`config.mk`:
```
export PLATFORM = sky130hd
export DESIGN_NAME = insn_predecoder
export DESIGN_NICKNAME = d
export VERILOG_FILES = /design/src/design/fetch_pkg.sv /design/src/design/insn_predecoder.sv
export SDC_FILE = /design/constraint.sdc
export NUM_CORES = 1
export LEC_CHECK = 0
export ABC_AREA = 0
export BUFFER_PORTS_ARGS = -buffer_cell sky130_fd_sc_hd__buf_2
export CAP_MARGIN = 0
export CORE_UTILIZATION = 33
export DETAILED_ROUTE_END_ITERATION = 6
export PLACE_DENSITY = 0.95
export SYNTH_ARGS = -nofsm -noshare
export SYNTH_HDL_FRONTEND = slang
export SYNTH_SLANG_ARGS = --single-unit
```
`constraint.sdc`:
```
create_clock -name vclk -period 7.7
set_input_delay 1.54 -clock vclk [all_inputs]
set_output_delay 1.54 -clock vclk [all_outputs]
set_load 0.02 [all_outputs]
```
`src/design/fetch_pkg.sv`:
```
package fetch_pkg;

  // instruction word width
  localparam int INSN_W = 32;

  // A64 HLT #0, sent downstream when the pc reaches zero
  localparam logic [INSN_W-1:0] INSNBITS_HLT = 32'hd440_0000;

  // opcodes the front end has to tell apart
  typedef enum logic [2:0] {
    OP_B,
    OP_BL,
    OP_RET,
    OP_HLT,
    OP_NOP,
    OP_OTHER
  } opcode_t;

  // packet handed to decode
  typedef struct packed {
    logic              valid;
    logic [63:0]       pc;
    logic [INSN_W-1:0] insnbits;
  } fetch_pkt_t;

  // wishbone classic, master to slave
  typedef struct packed {
    logic              cyc;
    logic              stb;
    logic              we;
    logic [63:0]       adr;
    logic [INSN_W-1:0] dat_w;
  } wb_req_t;

  // wishbone classic, slave to master
  typedef struct packed {
    logic              ack;
    logic [INSN_W-1:0] dat_r;
  } wb_rsp_t;

endpackage

```
`src/design/insn_predecoder.sv`:
```
`timescale 1ns/100ps

module insn_predecoder
  import fetch_pkg::*;
(
  input  logic [INSN_W-1:0]  insnbits,
  output opcode_t            opcode,
  output logic signed [63:0] imm
);

  // unconditional immediate branches, top six bits
  localparam logic [5:0] B_TOP  = 6'b000101;
  localparam logic [5:0] BL_TOP = 6'b100101;

  // RET, any Rn
  localparam logic [31:0] RET_MASK  = 32'hffff_fc1f;
  localparam logic [31:0] RET_MATCH = 32'hd65f_0000;

  // HLT, any 16-bit immediate
  localparam logic [31:0] HLT_MASK  = 32'hffe0_001f;
  localparam logic [31:0] HLT_MATCH = 32'hd440_0000;

  // the one hint encoding fetch cares about
  localparam logic [31:0] NOP_WORD = 32'hd503_201f;

  logic        is_b;
  logic        is_bl;
  logic        is_ret;
  logic        is_hlt;
  logic        is_nop;
  logic [63:0] branch_off;

  always_comb begin
    is_b   = (insnbits[31:26] == B_TOP);
    is_bl  = (insnbits[31:26] == BL_TOP);
    is_ret = ((insnbits & RET_MASK) == RET_MATCH);
    is_hlt = ((insnbits & HLT_MASK) == HLT_MATCH);
    is_nop = (insnbits == NOP_WORD);
  end

  always_comb begin
    if (is_b) begin
      opcode = OP_B;
    end else if (is_bl) begin
      opcode = OP_BL;
    end else if (is_ret) begin
      opcode = OP_RET;
    end else if (is_hlt) begin
      opcode = OP_HLT;
    end else if (is_nop) begin
      opcode = OP_NOP;
    end else begin
      opcode = OP_OTHER;
    end
  end

  // imm26 is a word offset
  // scale by 4 and sign extend to the pc width
  always_comb begin
    branch_off = {{36{insnbits[25]}}, insnbits[25:0], 2'b00};
  end

  always_comb begin
    if (is_b || is_bl) begin
      imm = branch_off;
    end else begin
      imm = '0;
    end
  end

endmodule

```
==> flow_summary.ini <==
[power]
power_w = 0.0000233
power.density_mw_per_mm2 = 27.1
peakVddDrop_uv = 18.2
p_leak_nw = 0.613

[placement]
gp_routability_congestion = 0.748
pre_cts_slack_ns = 2.78
hpwl_um = 1450
io_buffers = 97

[job]
maxCapViolations = 0

[sta]
fin_setup_tns_ns = 0
fin_crit_sh = 0.633
hold_slack_ns = 3.41
setup_viol = 0
fmaxAchievable_mhz = 205
rsz0062_at_grt = false
worstMarginPinSlew_ns = 0.760
layout_min_cycle_time_ns = 4.88
layout_setup_ws_ns = 2.82
max_slew_margin = 0.494
hold_violations = 0
drv_slew = 0

[synth]
synth_most_common_cell = buf_4
synth.area.top_cells = buf_4 43%, and2_1 25%, buf_6 5.1%, and4b_1 3.0%, nor4_1 2.9%
ys_seq_area_frac = 0
synth_top_area_frac = 0.434
netlist_area_um2 = 657
synthCells = 92
ys_top_cells_by_count = 38 x buf_4, 26 x and2_1, 3 x buf_6, 3 x nor2_1, 3 x nor4_1
yosysWarnings = 0
ys_types = 21
synth_top_cell_by_area = buf_4
syn_area_per_cell_um2 = 7.14

[critical_path]
path_class = in -> out
crit_top_cell = buf_2
slowest_delay_ns = 0.69
crit_path_start_kind = input pin
cp_cell_sequence = buf_2, and4bb_1, nor2b_4, and2_1, buf_2
cp.required_ns = 6.16
path_max_fanout = 37
cp-end-kind = output pin
cpMaxStageDelayCell = and2_1
cp_data_arrival_time_ns = 3.34

[detailed_routing]
drc = 0
viasPerCell = 4.44
antenna_left = 0
post_drt_wl_per_cell_um = 9.37
first_pass_iters = 2
first_iter_violations = 5
routed_wl_um = 1630
num_vias = 773

[floorplanning]
pin_count = 99
core_mm2 = 0.00180
initial_core_util = 0.365
dieArea_mm2 = 0.00217
rows = 15
die_h_um = 46.6
die_w_um = 46.6

[finish]
syn2layout_area_growth_pct = 30.7
seq_cells = 0
n_antenna_cell = 0
nClkBuffers = 0
drive_above_1_share = 0.658
final-seq-area_um2 = 0
nNetsFinal = 183
final_core_utilization = 0.476

[clocking]
cts_hold_buf = 0
post_cts_resize_count = 0
cts_setup_buffers = 0

[min_path]
min_path_type = in -> out
hp-start = insnbits[16]
hold_depth = 3
whs_endpoint = imm[18]

[global_route]
gr-total-overflow = 0
grt_pass1_wl_um = 2370
grt_pass1_vias = 606
antenna_found_initial = 0
grt_max_degree = 38
grt_usage = 0.144

[run_status]
status = finished, final reports clean
-- cell type report --
cell class / count / area [µm²]
multi-input combinational: 52 / 342
fill: 179 / 943
tap: 25 / 31.3
timing repair buffer: 97 / 485
-- metal layers --
metal / wire length (µm) / vias to the layer above / global-route usage
met1: 570 / 331 / 0.143
met2: 870 / 58 / 0.328
met3: 188 / 0 / 0.00392
met4: 0 / 0 / 0
li1: - / 384 / -
met5: 0 / - / 0
-- worst max-delay path by stage --
| stage | start | end | cells after the start |
|---|---|---|---|
| after floorplan | insnbits[29] | imm[28] | 5 |
| after CTS | insnbits[29] | imm[28] | 5 |
| after global routing | insnbits[29] | imm[34] | 5 |
| after detailed placement | insnbits[29] | imm[28] | 5 |
| final | insnbits[29] | imm[45] | 5 |
| after global placement | insnbits[29] | imm[27] | 5 |
-- placed cells by master, fill, tap and decap left out --
cell type / count
nor3b_1: 1
a41oi_1: 1
and2_1: 26
o22ai_1: 1
nor2b_1: 2
and4b_1: 2
nand4_1: 2
nor3_1: 1
nor2_1: 3
nor4bb_1: 1
nand3_1: 1
nand2_1: 1
nor2b_4: 1
nor4_1: 3
and4_1: 1
a31oi_1: 1
and3b_1: 1
conb_1: 2
and4bb_1: 1
buf_2: 97
-- cells by family after synthesis --
family / after synthesis / synth area share
buffers and inverters: 41 / 0.486
AO/OA/AOI/OAI: 3 / 0.0324
other: 1 / 0.00571
AND/OR/NAND/NOR: 47 / 0.476
-- where the power goes --
part	internal [W]	leakage (nW)	total, W	switching [W]
logic	0.0000105	0.613	0.0000233	0.0000128
registers	0	0	0	0
clock network	0	0	0	0
-- worst max-delay path, delay by kind of cell --
family	cells	cell delay (ns)
buffers and inverters	2	0.38
and+or+nand+nor	3	1.41
-- metrics by stage --
stage                     cells  cell area [µm²]
after CTS                   174              858
final                       174              858
after global placement      174              858
after detailed placement    174              858
after global routing        174              858
after floorplan              93              661
No activity file was read; power rests on OpenSTA's default activity.
